===== src/rtl/gat_pkg.sv =====
/*
 * Shared types for the GAT weight path. Holds the element, Wh accumulator
 * and logit half types, plus the structs for a feature beat and a score pair.
 */

package gat_pkg;

  // ==========================================================================
  // Widths
  // ==========================================================================
  localparam int data_width  = 8;
  // Wide enough for up to 256 input features
  localparam int acc_width   = 24;
  localparam int score_width = 40;

  // ==========================================================================
  // Scalar types
  // ==========================================================================
  // Weight, coefficient or feature element
  typedef logic signed [data_width-1:0]  data_t;
  // One element of the projected vector Wh
  typedef logic signed [acc_width-1:0]   acc_t;
  // One half of the attention logit
  typedef logic signed [score_width-1:0] score_t;

  // ==========================================================================
  // Structs
  // ==========================================================================
  // Feature stream beat, last marks the final element of a vector
  typedef struct packed {
    data_t value;
    logic  last;
  } feat_beat_t;

  // Source and destination logit halves
  typedef struct packed {
    score_t e_src;
    score_t e_dst;
  } score_pair_t;

endpackage


===== src/rtl/bram.sv =====
/*
 * Simple dual-port RAM with one write port and a registered read port.
 * One instance holds one column of W, addressed by row.
 */
`timescale 1ns/10ps

module bram import gat_pkg::*; #(
  parameter int   DEPTH  = 8,
  localparam int  ADDR_W = (DEPTH > 1) ? $clog2(DEPTH) : 1
) (
  input  logic              clk,
  input  logic              rst_n,
  input  logic              we,
  input  logic [ADDR_W-1:0] waddr,
  input  data_t             wdata,
  input  logic [ADDR_W-1:0] raddr,
  output data_t             rdata
);

  data_t mem [DEPTH];

  always_ff @(posedge clk) begin
    if (we) begin
      mem[waddr] <= wdata;
    end
  end

  // Read data appears one cycle after the address
  always_ff @(posedge clk or negedge rst_n) begin
    if (!rst_n) begin
      rdata <= '0;
    end else begin
      rdata <= mem[raddr];
    end
  end

  a_waddr_range: assert property (@(posedge clk) disable iff (!rst_n)
    we |-> (waddr < DEPTH));

endmodule


===== config.mk =====
export PLATFORM = sky130hd
export DESIGN_NAME = bram
export DESIGN_NICKNAME = d
export VERILOG_FILES = /design/src/rtl/gat_pkg.sv /design/src/rtl/bram.sv
export SDC_FILE = /design/constraint.sdc
export NUM_CORES = 1
export LEC_CHECK = 0
export BUFFER_PORTS_ARGS = -buffer_cell sky130_fd_sc_hd__buf_2
export CORE_AREA = 5 5 74 76
export DETAILED_ROUTE_END_ITERATION = 8
export DIE_AREA = 0 0 79 81
export PLACE_DENSITY = 0.78
export SYNTH_ARGS = -nofsm -noshare
export SYNTH_HDL_FRONTEND = slang
export SYNTH_SLANG_ARGS = --single-unit

===== constraint.sdc =====
create_clock -name clk -period 3.65 [get_ports clk]
set_input_delay 0.5475 -clock clk [delete_from_list [all_inputs] [get_ports clk]]
set_output_delay 0.5475 -clock clk [all_outputs]
set_load 0.005 [all_outputs]

==> run_results.csv <==
group,metric,value,unit
outcome,outcome,"completed",
die,dieWidth,79,um
worst_setup_path,worstSetupPathType,"in2reg",
synthesis,ys_ff_latch,72,
timing,finClkSkew,0.00643,ns
clocking,cts_resized,0,
die,die_h,81,um
power_and_ir_drop,peakVddDrop,0.346,mV
timing,fmax,561,MHz
drt,vias,1170,
drt,wl,4.23,mm
drt,dr.pass1.iters,4,
clocking,post_cts_buffers,0,
synthesis,synth_area,2730,um^2
placement,hpwl,2.71,mm
worst_setup_path,rrSetupSlack,2.37,ns
synthesis,synth_nets,131,
worst_setup_path,arrival,1.73,ns
placement,globalplace.congestion,0.699,
die,pin_count,25,
power_and_ir_drop,powerDensity,528,nW/um^2
clocking,cts_tree,"built",
worst_setup_path,slowest_stage,"nor3_1",
worst_setup_path,worstReg2RegStart,"mem[3][6]$_DFFE_PP_",
worst_setup_path,cp.required,3.60,ns
die,die_area,6400,um^2
clocking,postCtsHoldBufs,0,
clocking,cts_root_buf,"clkbuf_8",
clocking,htreeDepth,3,
worst_setup_path,crit_family,"simple AND/OR/NAND/NOR gates",
die,coreArea,4660,um^2
worst_setup_path,cp_max_fo,8,
placement,portBuffers,24,
cells_and_area,drive_gt1_share,32.2,%
timing,final.setup.tns,0,ns
cells_and_area,antennaDiodeCount,0,
timing,tightest_slew,1.16,ns
drt,viasPerCell,5.76,
clocking,clock_path_buffers,2,
timing,slew_headroom,22.3,%
timing,min_period_over_period,48.8,%
timing,holdWs,0.0620,ns
cells_and_area,nNetsFinal,162,
synthesis,avgSynthCellArea,24.0,um^2
drt,avgRoutedWirePerCell,20.8,um
worst_setup_path,end_kind,"flop",
global_routing,grt_pass1_vias,1236,
cells_and_area,area_growth,12.7,%
cells_and_area,mostFrequentLayoutCell,"edfxtp_1",
worst_setup_path,cp_cell_sequence,"buf_2, nand2b_1, nor3_1",
timing,setup_viol,0,
timing,rsz0062_at_grt,"false",
global_routing,grt_start_max_net_pins,17,
clocking,clk_latency,0.33,ns
cells_and_area,final_cell_mix,"edfxtp_1 (64), buf_2 (24), mux4_1 (15)",
clocking,cts-buffers-inserted,9,
global_routing,grt_usage,15.2,%
worst_hold_path,hold_path.class,"in2async",
synthesis,synth.distinct_cells,14,
die,std_cell_rows,25,
global_routing,grt_pass1_wl,6.67,mm
drt,first_iter_violations,107,
timing,finalHoldViolCount,0,
timing,slew_violations,0,
global_routing,antenna_found_initial,0,
synthesis,seq_area_frac_synth,77.7,%
clocking,clk_pin_slew,0.07,ns
drt,ant_nets,0,
drt,drc_errors,0,
worst_setup_path,start_kind,"input pin",
worst_setup_path,cpPeakStageDelay,0.90,ns
die,start_util,58.6,%
power_and_ir_drop,p_leak,1.09,nW
synthesis,yosys_warnings,0,
worst_setup_path,path_buf_inv,1,
global_routing,grt_overflow,0,
synthesis,syn-instance-count,114,
worst_setup_path,r2r-end,"rdata[6]$_DFF_PN0_",
job,cap_viol_max_count,0,
worst_setup_path,r2r_cells,2,
clocking,cts_num_sinks,72,
timing,min_period,1.78,ns
## how the worst max path moves through the flow
stage | start | end | cells past startpoint
after floorplan | waddr[2] | mem[0][0]$_DFFE_PP_ | 2
after global placement | waddr[2] | mem[0][4]$_DFFE_PP_ | 3
after detailed placement | waddr[2] | mem[0][4]$_DFFE_PP_ | 3
after CTS | waddr[2] | mem[0][1]$_DFFE_PP_ | 3
after global routing | waddr[2] | mem[0][1]$_DFFE_PP_ | 3
final | waddr[2] | mem[0][1]$_DFFE_PP_ | 3
## final cells by class
class / instances / area, um^2
Sequential cell: 72 / 2120
Clock inverter: 4 / 43.8
Tap cell: 54 / 67.6
Clock buffer: 11 / 151
Fill cell: 302 / 1580
Timing Repair Buffer: 25 / 128
Multi-Input combinational cell: 37 / 566
## registers in the layout, indices dropped and copies added (netlist names)
register,count
rdata,8
mem,64
## report_power, final
group	internal [mW]	leakage, nW	switching (mW)
sequential	0.931	0.675	0.00682
combinational	0.0421	0.317	0.0430
clock	0.344	0.103	0.257
## synthesized netlist by cell type (all sizes together)
| cell type | instances | area share, % |
|---|---|---|
| mux4 | 16 | 15 |
| nand2b | 3 | 0.69 |
| edfxtp | 64 | 70 |
| nor3 | 2 | 0.37 |
| dfrtp | 8 | 7.3 |
| buf | 4 | 1.5 |
| mux2 | 8 | 3.3 |
| clkbuf | 1 | 0.14 |
| nor2 | 6 | 0.82 |
| nand2 | 2 | 0.27 |
## cells by family after synthesis
family                 share of synthesized area, %
flip-flops                                     77.7
AND/OR/NAND/NOR                                2.15
multiplexers                                   18.6
buffers and inverters                          1.60
## per-stage QoR
step / worst slack, ns / instances / util, % / power [mW] / cell area (um^2)
detailed placement: 1.47 / 188 / 61.9 / 1.04 / 2880
floorplan: 1.94 / 114 / - / 1.01 / 2730
global placement: 1.56 / 188 / 61.9 / 1.04 / 2880
global route: 1.78 / 203 / 66.0 / 1.68 / 3080
CTS: 1.83 / 203 / 66.0 / 1.64 / 3080
finish: 1.87 / 203 / 66.0 / 1.62 / 3080
## layer usage
layer	up-vias	global-route usage, %	wire length, um
met2	30	25.6	2190
met4	0	7.73	72
met1	591	18.6	1780
met3	7	3.66	194
met5	-	0	0
li1	542	-	-
No activity file was read; power rests on OpenSTA's default activity.
