[src/rtl/gat_pkg.sv]
/*
 * Shared types for the GAT weight path. Holds the element, Wh accumulator
 * and logit half types, plus the structs for a feature beat and a score pair.
 */

package gat_pkg;

  // ==========================================================================
  // Widths
  // ==========================================================================
  localparam int data_width  = 8;
  // Wide enough for up to 256 input features
  localparam int acc_width   = 24;
  localparam int score_width = 40;

  // ==========================================================================
  // Scalar types
  // ==========================================================================
  // Weight, coefficient or feature element
  typedef logic signed [data_width-1:0]  data_t;
  // One element of the projected vector Wh
  typedef logic signed [acc_width-1:0]   acc_t;
  // One half of the attention logit
  typedef logic signed [score_width-1:0] score_t;

  // ==========================================================================
  // Structs
  // ==========================================================================
  // Feature stream beat, last marks the final element of a vector
  typedef struct packed {
    data_t value;
    logic  last;
  } feat_beat_t;

  // Source and destination logit halves
  typedef struct packed {
    score_t e_src;
    score_t e_dst;
  } score_pair_t;

endpackage

[src/rtl/attn_score.sv]
/*
 * Score unit. Forms the source and destination halves of the attention
 * logit as dot products of Wh with the two halves of a, in one registered
 * stage. Results and the matching Wh are held until the next vector.
 */
`timescale 1ns/10ps

module attn_score import gat_pkg::*; #(
  parameter int NUM_FEATURE_IN  = 8,
  parameter int NUM_FEATURE_OUT = 4
) (
  input  logic                            clk,
  input  logic                            rst_n,
  input  logic                            wh_valid,
  input  acc_t [NUM_FEATURE_OUT-1:0]      wh,
  input  data_t [2*NUM_FEATURE_OUT-1:0]   a_vec,
  output logic                            out_valid,
  output score_pair_t                     scores,
  output acc_t [NUM_FEATURE_OUT-1:0]      wh_out
);

  // Bound on one term times F, checked against the logit width
  localparam int TERM_W = data_width + acc_width;
  localparam int SUM_W  = TERM_W + $clog2(NUM_FEATURE_OUT + 1);

  score_t src_sum;
  score_t dst_sum;

  // ==========================================================================
  // Dot products over F terms
  // ==========================================================================
  always_comb begin
    src_sum = '0;
    dst_sum = '0;
    for (int c = 0; c < NUM_FEATURE_OUT; c++) begin
      src_sum = src_sum + score_t'(a_vec[c]) * score_t'(wh[c]);
      dst_sum = dst_sum + score_t'(a_vec[NUM_FEATURE_OUT + c]) * score_t'(wh[c]);
    end
  end

  // ==========================================================================
  // Output register
  // ==========================================================================
  always_ff @(posedge clk or negedge rst_n) begin
    if (!rst_n) begin
      out_valid <= 1'b0;
    end else begin
      out_valid <= wh_valid;
    end
  end

  always_ff @(posedge clk) begin
    if (wh_valid) begin
      scores.e_src <= src_sum;
      scores.e_dst <= dst_sum;
      wh_out       <= wh;
    end
  end

  // Elaboration check that the logit halves cannot overflow
  initial begin
    if (SUM_W > score_width) begin
      $error("score_t too narrow for %0d output features", NUM_FEATURE_OUT);
    end
    if (NUM_FEATURE_IN > 256) begin
      $error("acc_t too narrow for %0d input features", NUM_FEATURE_IN);
    end
  end

endmodule

[config.mk]
export PLATFORM = sky130hd
export DESIGN_NAME = attn_score
export DESIGN_NICKNAME = d
export VERILOG_FILES = /design/src/rtl/gat_pkg.sv /design/src/rtl/attn_score.sv
export SDC_FILE = /design/constraint.sdc
export NUM_CORES = 2
export LEC_CHECK = 0
export BUFFER_PORTS_ARGS = -buffer_cell sky130_fd_sc_hd__buf_4
export CORE_MARGIN = 5
export CORE_UTILIZATION = 39
export DETAILED_ROUTE_END_ITERATION = 7
export PLACE_DENSITY = 0.53
export SLEW_MARGIN = 30
export SYNTH_ARGS = -nofsm -noshare
export SYNTH_HDL_FRONTEND = slang
export SYNTH_SLANG_ARGS = --single-unit
[constraint.sdc]
create_clock -name clk -period 0.8 [get_ports clk]
set_input_delay 0.12 -clock clk [delete_from_list [all_inputs] [get_ports clk]]
set_output_delay 0.12 -clock clk [all_outputs]
set_load 0.02 [all_outputs]
==> metrics.txt <==
Max clock buf depth 2; Root Buffer clkbuf_16; kind of critical path in2reg; Rel. slew slack 70.18%; Final setup viols between 300 and 400; Sequential cell area roughly 0.005 mm2; layout cells sized above 1 22.62%; Cell Rows 141; Max Freq 153.9 MHz; Post-Syn Area per Cell 9.803 um2; Async SR Flop Fraction 0.5988%; DIE WIDTH 396.7 um; largest net degree at the start of global routing 25; CTS clk-pin slew, worst paths 0.09 ns; initial antenna violation count 5; Vert. Die Dim 396.7 um; Hold Crit Depth 2; max_cap viols 0; Routed Antenna Nets 0; Iter 0 DRT Violations 2224; Required @ worst endpoint 1.12 ns; # fillers 13848; vias per inst 4.673; Port-buffer cells 339; Final GP Congestion 0.8396; fin worst setup slack -5.696 ns; vias in the first global route approximately 46000; Final Hold Viols 0; total number of yosys warnings 0; Synthesized Nets 8017; Multi-input gate area between 0.04 and 0.05 mm2; IO Pins 340; Tcrit/Tclk final 812.0%; Synth Instances between 5000 and 6000; RSZ-0062 raised after global routing yes; Post-synth EDFFs between 150 and 200; FF+latch count, synth 167; core footprint 0.1482 mm2; Cell Area, Synth 0.05831 mm2; HP Start wh[58]; Initial Utilization 39.35%; total clock buffers created by CTS 17; Die ar. roughly 0.16 mm2; Total GRT Usage 23.01%; DP HPWL 146.2 mm; fin crit period 6.496 ns; Min-Delay Endpoint wh_out[58]; DRT Pass-1 Iters 5; worst slew pin tran 0.4473 ns; htree depth 4; Post-layout nets 8991; critical path endpoint category register; drt drc 0; Crit path arrival time 6.81 ns; global-route wire length before repair 274.2 mm; vias after detailed routing 41449; Max FO, Critical Path 7; Critical Path Start Type input pin; max-slew violation count 0; Core Util, Final 49.86%; sequential element share of the synthesized area 8.592%; clock net sink count approximately 170; failing checks negative setup slack; area added between synthesis and finish 26.73%; HP Class in2reg; global route overflow 0; Synth cell types between 60 and 70; status finished, violations left; TritonCTS clock tree yes; ys flop type edfxtp_1; routed wire length about 170 mm; routed len/inst 19.37 um
==> cell type report <==
cell class                 instances  share of cell area [%]
multi-input combinational       3806                   64.81
clock inverter                    15                  0.2777
timing repair buffer            1199                   15.47
antenna                            5                 0.01693
sequential                       167                   6.780
clock buffer                      17                  0.5757
inverter                        1731                   8.810
tap                             1930                   3.268
==> critical path: stages <==
cell	delay (ns)
buf_12	0.08
buf_12	0.12
buf_12	0.12
buf_16	0.11
nand2_4	0.05
fa_1	0.48
inv_1	0.05
fa_1	0.51
inv_2	0.04
fa_1	0.54
inv_2	0.04
fa_2	0.53
fa_2	0.47
fa_2	0.47
fa_1	0.51
inv_1	0.05
fa_1	0.56
inv_2	0.06
ha_4	0.26
nand2_2	0.06
o21ai_2	0.07
or4_4	0.51
a22oi_2	0.22
nand2b_4	0.12
a211oi_4	0.35
o311ai_2	0.13
xnor2_1	0.15
==> cell usage in the layout, fill, tap and decap left out, drive strengths merged, types with 4 or more instances in the layout <==
cell type	instances
o21a	5
o21ai	29
buf	1130
nand4	9
o21bai	10
edfxtp	166
nor2	75
a211oi	11
xor2	19
fa	1612
a21boi	4
nor2b	38
and2	551
xnor2	57
a21oi	58
nand2	818
a31oi	5
nand2b	118
nor3	7
ha	294
o211ai	6
nand3	10
diode	5
a211o	4
clkbuf	20
dlygate4sd3	64
a21o	28
inv	1739
==> worst max-delay path by stage <==
| stage | depth (start not counted) | end | startpoint | slack (ns) |
|---|---|---|---|---|
| 2_1_floorplan | 24 | scores[33] | a_vec[56] | -5.90 |
| 3_3_place_gp | 25 | scores[33] | a_vec[35] | -6.48 |
| 3_5_place_dp | 25 | scores[33] | a_vec[35] | -6.57 |
| 4_1_cts | 25 | scores[38] | a_vec[34] | -5.64 |
| 5_1_grt | 26 | scores[38] | a_vec[57] | -5.90 |
| 6_report | 27 | scores[38] | a_vec[34] | -5.70 |
==> cell families (layout without fill, tap and decap cells) <==
| group | Yosys count | count (layout) | synth area share [%] |
|---|---|---|---|
| AND/OR/NAND/NOR | 1640 | 1640 | 13.75 |
| other | 0 | 5 | 0 |
| XOR/XNOR | 76 | 76 | 1.142 |
| buffers and inverters | 1975 | 2962 | 12.78 |
| AO/OA/AOI/OAI | 184 | 184 | 2.081 |
| adder cells (fa/ha/maj) | 1906 | 1906 | 61.65 |
| flip-flops | 167 | 167 | 8.592 |
==> metal layers <==
metal | wire [um] | vias to the layer above | track usage, %
li1 | - | 18683 | -
met1 | 72320 | 21862 | 30.42
met2 | 88300 | 796 | 40.67
met3 | 7755 | 108 | 3.270
met4 | 3447 | 0 | 4.423
met5 | 0 | - | 0
==> synthesized netlist by cell type (7+ instances only) <==
cell type	number	area share, %
nand2b_1	118	1.3
buf_4	10	0.13
nor2_1	75	0.48
a21oi_1	58	0.50
nand3_1	10	0.086
a21o_1	26	0.33
edfxtp_1	166	8.5
xnor2_1	57	0.86
nor3_1	7	0.060
nand4_1	9	0.097
nor2b_1	38	0.41
fa_1	1612	55
o21bai_1	10	0.13
ha_1	294	6.3
clkbuf_1	231	1.5
o21ai_0	29	0.25
nand2_1	818	5.3
a211oi_1	10	0.13
inv_1	1730	11
and2_1	551	5.9
xor2_1	19	0.29
==> per-stage QoR <==
| step | setup WS, ns | hold slack (ns) | setup TNS [ns] | cell area, um2 | cells |
|---|---|---|---|---|---|
| final | -5.696 | 0.05104 | -436.62 | 73890 | 8870 |
| after global routing | -5.898 | 0.02113 | -458.85 | 73880 | 8865 |
| after CTS | -5.637 | 0.002226 | -442.37 | 72930 | 8837 |
| after detailed placement | -6.571 | -0.1027 | -413.18 | 68700 | 8664 |
| after global placement | -6.482 | -0.1038 | -412.15 | 68700 | 8664 |
| after floorplan | -5.898 | -0.1756 | -335.95 | 59840 | 5948 |
==> registers in the layout, summed over array words and instances (netlist names) <==
signal / count
wh_out: 96
out_valid: 1
scores: 70
==> repair_timing <==
| item | in CTS | in global routing |
|---|---|---|
| setup buffers | 74 | 30 |
| gates resized for setup | 548 | 184 |
| cloned | 8 | 2 |
| endpoints found under the setup margin | 247 | 327 |
| pin swaps | 252 | 92 |
| hold buffers | 63 | 1 |
| hold endpoints to repair | 72 | 1 |
Power is not shown: default switching activity piles up to over one toggle a cycle in this logic, so the estimate is an artifact.
