## config.mk

```make
export PLATFORM = sky130hd
export DESIGN_NAME = wh_engine
export DESIGN_NICKNAME = d
export VERILOG_FILES = /design/src/rtl/gat_pkg.sv /design/src/rtl/wh_engine.sv
export SDC_FILE = /design/constraint.sdc
export NUM_CORES = 1
export LEC_CHECK = 0
export BUFFER_PORTS_ARGS = -buffer_cell sky130_fd_sc_hd__buf_2
export CORE_MARGIN = 8
export CORE_UTILIZATION = 50
export DETAILED_ROUTE_END_ITERATION = 10
export MAX_ROUTING_LAYER = met4
export PLACE_DENSITY = 0.73
export SLEW_MARGIN = 20
export SYNTH_ARGS = -nofsm -noshare
export SYNTH_HDL_FRONTEND = slang
export SYNTH_SLANG_ARGS = --single-unit
export TNS_END_PERCENT = 1
```

## constraint.sdc

```tcl
create_clock -name clk -period 5.3 [get_ports clk]
set_clock_uncertainty 0.05 [all_clocks]
set_input_delay 1.06 -clock clk [delete_from_list [all_inputs] [get_ports clk]]
set_output_delay 1.06 -clock clk [all_outputs]
set_load 0.01 [all_outputs]
```

## src/rtl/gat_pkg.sv

```systemverilog
/*
 * Shared types for the GAT weight path. Holds the element, Wh accumulator
 * and logit half types, plus the structs for a feature beat and a score pair.
 */

package gat_pkg;

  // ==========================================================================
  // Widths
  // ==========================================================================
  localparam int data_width  = 8;
  // Wide enough for up to 256 input features
  localparam int acc_width   = 24;
  localparam int score_width = 40;

  // ==========================================================================
  // Scalar types
  // ==========================================================================
  // Weight, coefficient or feature element
  typedef logic signed [data_width-1:0]  data_t;
  // One element of the projected vector Wh
  typedef logic signed [acc_width-1:0]   acc_t;
  // One half of the attention logit
  typedef logic signed [score_width-1:0] score_t;

  // ==========================================================================
  // Structs
  // ==========================================================================
  // Feature stream beat, last marks the final element of a vector
  typedef struct packed {
    data_t value;
    logic  last;
  } feat_beat_t;

  // Source and destination logit halves
  typedef struct packed {
    score_t e_src;
    score_t e_dst;
  } score_pair_t;

endpackage

```

## src/rtl/wh_engine.sv

```systemverilog
/*
 * Projection engine. Each feature beat reads one row of W from all banks,
 * multiplies it by the feature value and accumulates the result into Wh.
 * wh_valid pulses with the finished vector two cycles after the last beat.
 */
`timescale 1ns/10ps

module wh_engine import gat_pkg::*; #(
  parameter int   NUM_FEATURE_IN  = 8,
  parameter int   NUM_FEATURE_OUT = 4,
  localparam int  ROW_W           = (NUM_FEATURE_IN > 1) ? $clog2(NUM_FEATURE_IN) : 1
) (
  input  logic                           clk,
  input  logic                           rst_n,
  input  logic                           weights_loaded,
  input  logic                           feat_valid,
  input  feat_beat_t                     feat,
  output logic [ROW_W-1:0]               bank_raddr,
  input  data_t [NUM_FEATURE_OUT-1:0]    bank_rdata,
  output logic                           wh_valid,
  output acc_t [NUM_FEATURE_OUT-1:0]     wh
);

  localparam int CNT_W = $clog2(NUM_FEATURE_IN + 1);

  logic                          take;
  logic [CNT_W-1:0]              row_cnt;
  logic                          s1_valid;
  logic                          s1_first;
  logic                          s1_last;
  data_t                         s1_value;
  logic                          s2_valid;
  logic                          s2_first;
  logic                          s2_last;
  acc_t [NUM_FEATURE_OUT-1:0]    prod;
  acc_t [NUM_FEATURE_OUT-1:0]    acc;
  acc_t [NUM_FEATURE_OUT-1:0]    acc_next;

  assign take       = feat_valid && weights_loaded;
  assign bank_raddr = row_cnt[ROW_W-1:0];

  // Row of W for the current beat, back to zero after the last one
  always_ff @(posedge clk or negedge rst_n) begin
    if (!rst_n) begin
      row_cnt <= '0;
    end else if (take) begin
      row_cnt <= feat.last ? '0 : row_cnt + 1'b1;
    end
  end

  // ==========================================================================
  // Stage 1, align the beat with the bank read latency
  // ==========================================================================
  always_ff @(posedge clk or negedge rst_n) begin
    if (!rst_n) begin
      s1_valid <= 1'b0;
      s1_first <= 1'b0;
      s1_last  <= 1'b0;
    end else begin
      s1_valid <= take;
      s1_first <= take && (row_cnt == '0);
      s1_last  <= take && feat.last;
    end
  end

  always_ff @(posedge clk) begin
    if (take) begin
      s1_value <= feat.value;
    end
  end

  // ==========================================================================
  // Stage 2, multiply, then accumulate
  // ==========================================================================
  always_ff @(posedge clk or negedge rst_n) begin
    if (!rst_n) begin
      s2_valid <= 1'b0;
      s2_first <= 1'b0;
      s2_last  <= 1'b0;
      wh_valid <= 1'b0;
    end else begin
      s2_valid <= s1_valid;
      s2_first <= s1_first;
      s2_last  <= s1_last;
      wh_valid <= s2_valid && s2_last;
    end
  end

  // Signed 8x8 products, widened to the accumulator
  always_ff @(posedge clk) begin
    if (s1_valid) begin
      for (int c = 0; c < NUM_FEATURE_OUT; c++) begin
        prod[c] <= bank_rdata[c] * s1_value;
      end
    end
  end

  // First beat of a vector restarts the sum
  always_comb begin
    for (int c = 0; c < NUM_FEATURE_OUT; c++) begin
      acc_next[c] = s2_first ? prod[c] : acc[c] + prod[c];
    end
  end

  always_ff @(posedge clk) begin
    if (s2_valid) begin
      acc <= acc_next;
    end
    if (s2_valid && s2_last) begin
      wh <= acc_next;
    end
  end

  a_beat_after_load: assert property (@(posedge clk) disable iff (!rst_n)
    feat_valid |-> weights_loaded);

  a_row_bound: assert property (@(posedge clk) disable iff (!rst_n)
    take |-> (row_cnt < NUM_FEATURE_IN));

endmodule

```

==> out/metrics.yaml <==
clock_tree:
  path_clk_slew_ns: 0.06
  post_cts_resize_count: 0
  hold_buffers: 0
  cts-buffers-inserted: 30
  cts_buffer_depth: 3
  worstSkewPairLatency_ns: 0.56
  clock_sinks: 275
  cts_tree: "built"
  root_buffer: "clkbuf_16"
  h-tree-depth: 1
  postCtsSetupBuffers: 0
yosys:
  seq_area_frac_synth: 0.340
  synth_top_cells_by_area: "edfxtp_1, fa_1, ha_1"
  synth-edff-count: 264
  synth-warning-count: 0
  synth_cell_types: 67
  synth_top_area_frac: 0.329
  syn_nets: 2816
  ys_ff_latch: 275
  synthFlopType: "edfxtp_1"
  syn-instance-count: 2337
  syn_area_sq_um: 24100
  async_flop_share: 0.0400
  yosysTopAreaCell: "edfxtp_1"
  synth_area_per_cell_sq_um: 10.3
sta:
  period_needed_ns: 4.95
  worstMarginPinSlew_ns: 1.01
  drv_slew: 0
  rsz0062_at_grt: "false"
  hold_viol_final: 0
  finalCritPeriodShare: 0.933
  tns_ns: 0
  setup_viol: 0
  fmax_ghz: 0.202
  slew_headroom: 0.324
route:
  first_pass_iters: 6
  drc: 0
  wl_per_cell_um: 16.5
  ant_nets: 0
  dr_total_vias: 16800
  viasPerCell: 5.34
  routed_wl_um: 51800
  drtIter0Drc: 1069
global_route:
  antenna_found_initial: 2
  grt_overflow_total: 0
  grt_pass1_wl_um: 86000
  grt_start_max_net_pins: 71
  grtUsageTotal: 0.190
  grt_pass1_vias: 17300
setup_path:
  worstPathArrival_ns: 5.18
  worstPathRequired_ns: 5.54
  critPathKind: "in2reg"
  end_kind: "register"
  cp-startpoint: "bank_rdata[29]"
  r2r_start: "s1_value[2]"
  worstPathMaxFanout: 6
  critPathLaunchType: "primary input"
floorplanning:
  initial_core_util: 0.506
  core_sq_um: 47600
  io_pins: 145
  die_y_um: 236
  die_w_um: 236
  die_area_sq_um: 55500
  rows: 80
power_and_ir_drop:
  power_w: 0.0162
  vdd_drop_max_mv: 0.263
  p_leak_nw: 11.8
  power_density_nw_per_um2: 605
worst_hold_path:
  hold_start: "s1_last"
  min_path_type: "reg2reg"
placement:
  dp_hpwl_um: 40500
  numPortBuffers: 144
  gp_congestion: 0.916
layout:
  synthToLayoutAreaGrowth_pct: 11.3
  fin_util: 0.563
  layout_common_cells: "inv_1, edfxtp_1, fa_1"
  mostFrequentLayoutCell: "inv_1"
  nets: 2981
  final_layout_size_suffix_gt1_frac: 0.109
outcome:
  outcome: "finished clean"
job:
  maxCapViolCount: 0
==> cell usage after synthesis, types with 7 or more instances <==
library cell	number
a211oi_1	21
a21boi_0	13
a21o_1	47
a21oi_1	93
a31oi_1	10
and2_1	175
and3_1	17
clkbuf_1	54
dfrtp_1	11
edfxtp_1	264
fa_1	224
ha_1	210
inv_1	380
mux2_2	11
mux2i_1	11
nand2_1	179
nand2b_1	17
nand3_1	32
nand4_1	13
nor2_1	98
nor2b_1	38
nor3_1	25
nor4_1	8
o211ai_1	7
o21a_1	21
o21ai_0	126
o21bai_1	11
o31ai_1	16
or2_2	9
or3_1	7
xnor2_1	82
xor2_1	27
==> worst max-delay path: stages <==
cell	delay (ns)
buf_2	0.13
and2_1	0.18
fa_1	0.54
inv_1	0.06
fa_1	0.55
inv_1	0.06
fa_1	0.47
inv_1	0.05
fa_1	0.47
inv_1	0.04
ha_1	0.27
o21ai_0	0.10
a21boi_0	0.16
o21ai_0	0.26
a21boi_0	0.18
o21ai_0	0.22
nor2b_1	0.25
o211ai_1	0.13
==> per-stage QoR <==
stage | setup WS, ns | cell area [sq um] | std cells | hold WS [ns]
after detailed placement | -0.189 | 25800 | 3084 | 0.286
final | 0.354 | 26800 | 3141 | 0.301
after floorplan | 0.0745 | 24100 | 2337 | 0.281
after global placement | 0.0274 | 25800 | 3084 | 0.285
after global routing | 0.0878 | 26800 | 3141 | 0.309
after CTS | 0.285 | 26800 | 3138 | 0.290
==> routing by layer <==
metal	vias to the layer above	GRT usage	share of wire
met5	-	-	0
met3	61	0.0226	0.051
met4	0	0.0398	0.016
li1	8190	-	-
met2	404	0.308	0.46
met1	8119	0.256	0.47
==> final timing paths <==
kind,end,slack [ns],cells past startpoint
min in group asynchronous,row_cnt[1],0.31,1
hold reg to reg,s2_last,0.30,0
setup reg to reg,prod[86],0.36,18
hold / removal,s2_last,0.30,0
setup / recovery,prod[86],0.35,18
max in group asynchronous,s2_first,4.65,1
==> state kept, by name (all words and copies together), names as in the netlist <==
name / count
s2_first: 1
row_cnt: 4
s2_last: 1
prod: 64
s2_valid: 1
s1_value: 8
s1_last: 1
wh_valid: 1
wh: 96
s1_first: 1
acc: 96
s1_valid: 1
==> final cells by class <==
class	instances	area (sq um)
sequential	275	8210
antenna	2	5.00
fill	4040	20800
timing repair buffer	193	1180
clock inverter	19	194
clock buffer	35	811
multi-input combinational	1622	14200
tap	615	769
inverter	380	1430
==> cells by family (layout without fill, tap and decap cells) <==
logic type	Yosys count	in the layout	share of synthesized area
xor+xnor	109	109	0.0396
flops	275	275	0.340
simple gates	636	636	0.135
compound gates	421	421	0.111
mux	22	22	0.00971
buf+inv	440	627	0.0690
other cells	0	2	0
fa+ha+maj	434	434	0.295
==> power by group <==
group	switching, W	internal (W)	total [W]
registers	0.000381	0.00379	0.00417
clock network	0.000881	0.00124	0.00212
logic	0.00566	0.00429	0.00995
Power figures use the tool's default switching activity.
