### src/rtl/gat_pkg.sv
/*
 * Shared types for the GAT weight path. Holds the element, Wh accumulator
 * and logit half types, plus the structs for a feature beat and a score pair.
 */

package gat_pkg;

  // ==========================================================================
  // Widths
  // ==========================================================================
  localparam int data_width  = 8;
  // Wide enough for up to 256 input features
  localparam int acc_width   = 24;
  localparam int score_width = 40;

  // ==========================================================================
  // Scalar types
  // ==========================================================================
  // Weight, coefficient or feature element
  typedef logic signed [data_width-1:0]  data_t;
  // One element of the projected vector Wh
  typedef logic signed [acc_width-1:0]   acc_t;
  // One half of the attention logit
  typedef logic signed [score_width-1:0] score_t;

  // ==========================================================================
  // Structs
  // ==========================================================================
  // Feature stream beat, last marks the final element of a vector
  typedef struct packed {
    data_t value;
    logic  last;
  } feat_beat_t;

  // Source and destination logit halves
  typedef struct packed {
    score_t e_src;
    score_t e_dst;
  } score_pair_t;

endpackage

### src/rtl/w_loader.sv
/*
 * Weight loader. Walks the flat weight memory in order while load_en is high,
 * writes each column of W into its own bank and keeps the attention vector
 * in registers. weights_loaded stays high from the end of loading until reset.
 */
`timescale 1ns/10ps

module w_loader import gat_pkg::*; #(
  parameter int   NUM_FEATURE_IN  = 8,
  parameter int   NUM_FEATURE_OUT = 4,
  localparam int  W_COUNT         = NUM_FEATURE_IN * NUM_FEATURE_OUT,
  localparam int  A_COUNT         = 2 * NUM_FEATURE_OUT,
  localparam int  WGT_DEPTH       = W_COUNT + A_COUNT,
  localparam int  WGT_ADDR_W      = $clog2(WGT_DEPTH + 1),
  localparam int  ROW_W           = (NUM_FEATURE_IN > 1) ? $clog2(NUM_FEATURE_IN) : 1
) (
  input  logic                                 clk,
  input  logic                                 rst_n,
  input  logic                                 load_en,
  output logic [WGT_ADDR_W-1:0]                wgt_addr,
  input  data_t                                wgt_dout,
  output logic [NUM_FEATURE_OUT-1:0]           bank_we,
  output logic [ROW_W-1:0]                     bank_waddr,
  output data_t                                bank_wdata,
  output data_t [2*NUM_FEATURE_OUT-1:0]        a_vec,
  output logic                                 weights_loaded
);

  localparam int COL_W   = (NUM_FEATURE_OUT > 1) ? $clog2(NUM_FEATURE_OUT) : 1;
  localparam int A_IDX_W = $clog2(A_COUNT + 1);

  logic                  accept;
  logic                  en_d1;
  logic                  en_d2;
  logic                  in_coef;
  logic [ROW_W-1:0]      row;
  logic [COL_W-1:0]      col;
  logic [A_IDX_W-1:0]    a_idx;
  logic                  coef_we;

  // ==========================================================================
  // Address counter and enable delay line
  // ==========================================================================
  assign accept = load_en && (wgt_addr < WGT_DEPTH);

  always_ff @(posedge clk or negedge rst_n) begin
    if (!rst_n) begin
      wgt_addr <= '0;
      en_d1    <= 1'b0;
      en_d2    <= 1'b0;
    end else begin
      if (accept) begin
        wgt_addr <= wgt_addr + 1'b1;
      end
      // en_d1 marks valid read data from the weight memory
      en_d1 <= accept;
      en_d2 <= en_d1;
    end
  end

  // ==========================================================================
  // W phase, row and column tracking
  // ==========================================================================
  always_ff @(posedge clk or negedge rst_n) begin
    if (!rst_n) begin
      row     <= '0;
      col     <= '0;
      in_coef <= 1'b0;
    end else if (en_d1 && !in_coef) begin
      if (col == NUM_FEATURE_OUT - 1) begin
        col <= '0;
        if (row == NUM_FEATURE_IN - 1) begin
          row     <= '0;
          in_coef <= 1'b1;
        end else begin
          row <= row + 1'b1;
        end
      end else begin
        col <= col + 1'b1;
      end
    end
  end

  // Element c of row r lands in bank c at address r
  always_comb begin
    bank_we = '0;
    if (en_d1 && !in_coef) begin
      bank_we[col] = 1'b1;
    end
  end

  assign bank_waddr = row;
  assign bank_wdata = wgt_dout;

  // ==========================================================================
  // Attention coefficients
  // ==========================================================================
  assign coef_we = en_d1 && in_coef && (a_idx < A_COUNT);

  always_ff @(posedge clk or negedge rst_n) begin
    if (!rst_n) begin
      a_idx <= '0;
    end else if (coef_we) begin
      a_idx <= a_idx + 1'b1;
    end
  end

  always_ff @(posedge clk) begin
    if (coef_we) begin
      a_vec[a_idx] <= wgt_dout;
    end
  end

  // Rises once the final coefficient has been captured
  always_ff @(posedge clk or negedge rst_n) begin
    if (!rst_n) begin
      weights_loaded <= 1'b0;
    end else if (en_d2 && (a_idx == A_COUNT)) begin
      weights_loaded <= 1'b1;
    end
  end

  a_no_write_after_load: assert property (@(posedge clk) disable iff (!rst_n)
    weights_loaded |-> (bank_we == '0));

endmodule

### config.mk
export PLATFORM = sky130hd
export DESIGN_NAME = w_loader
export DESIGN_NICKNAME = d
export VERILOG_FILES = /design/src/rtl/gat_pkg.sv /design/src/rtl/w_loader.sv
export SDC_FILE = /design/constraint.sdc
export NUM_CORES = 1
export LEC_CHECK = 0
export ABC_AREA = 0
export BUFFER_PORTS_ARGS = -buffer_cell sky130_fd_sc_hd__clkbuf_2
export CAP_MARGIN = 5
export CELL_PAD_IN_SITES_DETAIL_PLACEMENT = 1
export CELL_PAD_IN_SITES_GLOBAL_PLACEMENT = 1
export CORE_UTILIZATION = 44
export DETAILED_ROUTE_END_ITERATION = 8
export GPL_TIMING_DRIVEN = 0
export PLACE_DENSITY = 0.89
export SYNTH_ARGS = -nofsm -noshare
export SYNTH_HDL_FRONTEND = slang
export SYNTH_SLANG_ARGS = --single-unit
### constraint.sdc
create_clock -name clk -period 3.5 [get_ports clk]
set_input_delay 0.35 -clock clk [delete_from_list [all_inputs] [get_ports clk]]
set_output_delay 0.35 -clock clk [all_outputs]
set_load 0.1 [all_outputs]
==> impl_metrics.json <==
{
  "crit_type": "flip-flop to output port",
  "grt_pass1_wl_mm": 9.618,
  "status": "finished, violations left",
  "rsz0062_at_grt": "no",
  "grt_max_degree": 20,
  "yosysTopAreaCell": "edfxtp_1",
  "clkTransAtPathRegs_ps": 90,
  "grt_antenna_before_repair": 0,
  "clkLatencyLatePin_ps": 350,
  "crit_fanout": 6,
  "synth_top_area_frac": 0.6411,
  "routed_wirelength_mm": 5.973,
  "via_count": 1727,
  "critPathRequiredTime_ps": 3150,
  "layout-drive-gt1-share": 0.4929,
  "pwr_density_cell_nw_per_um2": 735.8,
  "dp_slack_ps": 1273,
  "dieArea_um2": 7148,
  "hold_viol_final": 0,
  "finalClockSkew_ps": 6.316,
  "max_slew_margin": 0.4053,
  "fin_nets": 296,
  "io_pins": 97,
  "grt_pass1_vias": 1730,
  "ys.warnings.count": 0,
  "yosysSeqAreaShare": 0.7997,
  "timing.final.max_slew_violations": 0,
  "cts_max_path_buffers": 2,
  "min_period_over_period": 0.5801,
  "dieHeight_um": 84.55,
  "synth_seq_cells": 83,
  "cts_sinks": 83,
  "numCtsBuffers": 9,
  "critPathLaunch": "col[0]$_DFFE_PN0P_",
  "finalCriticalPeriod_ps": 2030,
  "arrival_ps": 1680,
  "cp-start-kind": "flip-flop",
  "whs_ps": 288.7,
  "grt_overflow": 0,
  "critPathCaptureType": "output port",
  "hpwl_mm": 4.275,
  "finalSetupViolCount": 0,
  "synth-edff-count": 64,
  "fin_util": 0.5916,
  "drc": 13,
  "syn_nets": 186,
  "grt_use_total": 0.1849,
  "initial_core_util": 0.4642,
  "violations": "design-rule violations",
  "drt-initial-drc-count": 111,
  "syn_to_final_growth_pct": 27.46,
  "avgSynthCellArea_um2": 18.17,
  "avgRoutedWirePerCell_um": 16.73,
  "routabilityCongestion": 0.7366,
  "htreeDepth": 3,
  "fin_ws_ps": 1470,
  "synth_area_leaders": "edfxtp_1, dfrtp_1, ha_1",
  "root_buffer": "clkbuf_8",
  "yosysUniqueCellTypes": 33,
  "rr_startpoint": "en_d1$_DFF_PN0_",
  "synthesis.area_um2": 2998,
  "cts_setup_buffers": 0,
  "synthCells": 165,
  "async_flop_share": 0.2289,
  "fp.dieW_um": 84.55,
  "rows": 29,
  "worst_pin_slew_ps": 887.2,
  "via_per_inst": 4.838,
  "io_buffer_count": 96,
  "hp-class": "input port to flip-flop",
  "leakage_nw": 1.690,
  "drt_first_pass_iters": 6,
  "hold_start": "wgt_dout[4]",
  "num_antenna_cells": 0,
  "drv_cap": 0,
  "fmax_mhz": 492.6,
  "ir_worst_vdd_mv": 0.6330,
  "core_area_um2": 6459,
  "tns_ps": 0,
  "synth_ff_type": "edfxtp_1",
  "cts_tree": "built",
  "ant_nets": 0
}
==> worst max-delay path, stage by stage, from the launching register on <==
cell and delay (ps):
dfrtp_1 420, ha_1 250, nand3b_4 120, inv_1 90, clkbuf_2 450
==> timing repair <==
action | in CTS | in global routing
gates resized for setup | 0 | 0
hold endpoints to repair | 19 | 0
hold buffers | 1 | 0
==> routing by layer <==
layer,wire length [um],GRT usage
met1,2548,0.2290
met2,2830,0.3008
met3,484,0.05900
met4,110,0.08012
met5,0,0
==> Yosys cell counts, types with 2 or more instances <==
cell      instances
nand4_1           2
nand2_4           2
dfrtp_1          19
xnor2_1           3
nor3_1            4
nor2_1            4
nand2_1          10
nand3_1           2
a21o_1            2
inv_1             8
o21ai_0           6
and2_1            3
buf_4             8
ha_1             10
edfxtp_1         64
==> report_power, final <==
group / switching (mW) / total [mW] / internal (mW)
clock network: 0.361 / 0.700 / 0.339
registers: 0.0966 / 1.24 / 1.14
logic: 0.702 / 0.871 / 0.169
total: 1.16 / 2.81 / 1.65
==> layout make-up <==
class,instances,area [um2]
Multi-Input combinational cell,65,515.5
Buffer,9,71.32
Timing Repair Buffer,99,505.5
Clock inverter,7,81.33
Inverter,8,30.03
Tap cell,77,96.34
Sequential cell,83,2397
Clock buffer,9,123.9
Fill cell,641,2638
==> stage by stage <==
stage	cells	power [mW]	instance area, um2
after global routing	357	2.929	3821
after detailed placement	339	2.136	3598
after floorplan	165	1.976	2998
after CTS	356	2.839	3814
after global placement	338	2.106	3575
final	357	2.812	3821
==> cells by family after synthesis <==
| group | Yosys count | share of synthesized area |
|---|---|---|
| buffers and inverters | 17 | 0.03381 |
| XOR/XNOR | 5 | 0.01712 |
| multiplexers | 2 | 0.008763 |
| AND/OR/NAND/NOR | 36 | 0.07221 |
| flip-flops | 83 | 0.7997 |
| AO/OA/AOI/OAI | 12 | 0.02671 |
| adder cells (fa/ha/maj) | 10 | 0.04174 |
==> flip-flops by register name (all words and copies together), names as in the netlist <==
name and count:
a_idx 4, a_vec 64, bank_waddr 3, col 2, en_d1 1, en_d2 1, in_coef 1, weights_loaded 1
wgt_addr 6
==> layout by cell type, fill, tap and decap left out, types with 2 or more instances in the layout <==
master    netlist  final
nor3_1          4      2
clkbuf_8        0      9
inv_6           0      3
and2_1          3      3
o21ai_0         6      6
nand3_1         2      2
clkbuf_2        0     96
a21o_1          2      2
edfxtp_1       64     64
dfrtp_1        19     19
xnor2_1         3      3
clkinv_4        0      2
nor2_1          4      4
nand4_1         2      2
inv_1           8      8
nor3_2          1      3
nand2_4         2      2
nand2_1        10     10
ha_1           10     10
buf_4           8     10
==> path summary, 6_finish.rpt <==
kind,endpoint,slack (ps),cells past startpoint
min in group asynchronous,a_idx[1]$_DFFE_PN0P_,480,2
min,a_vec[12]$_DFFE_PP_,290,1
max reg2reg,a_vec[25]$_DFFE_PP_,1640,4
max,bank_we[3],1470,4
min reg2reg,weights_loaded$_DFFE_PN0P_,490,1
max in group asynchronous,col[0]$_DFFE_PN0P_,2680,2
No activity file was read; power rests on OpenSTA's default activity.
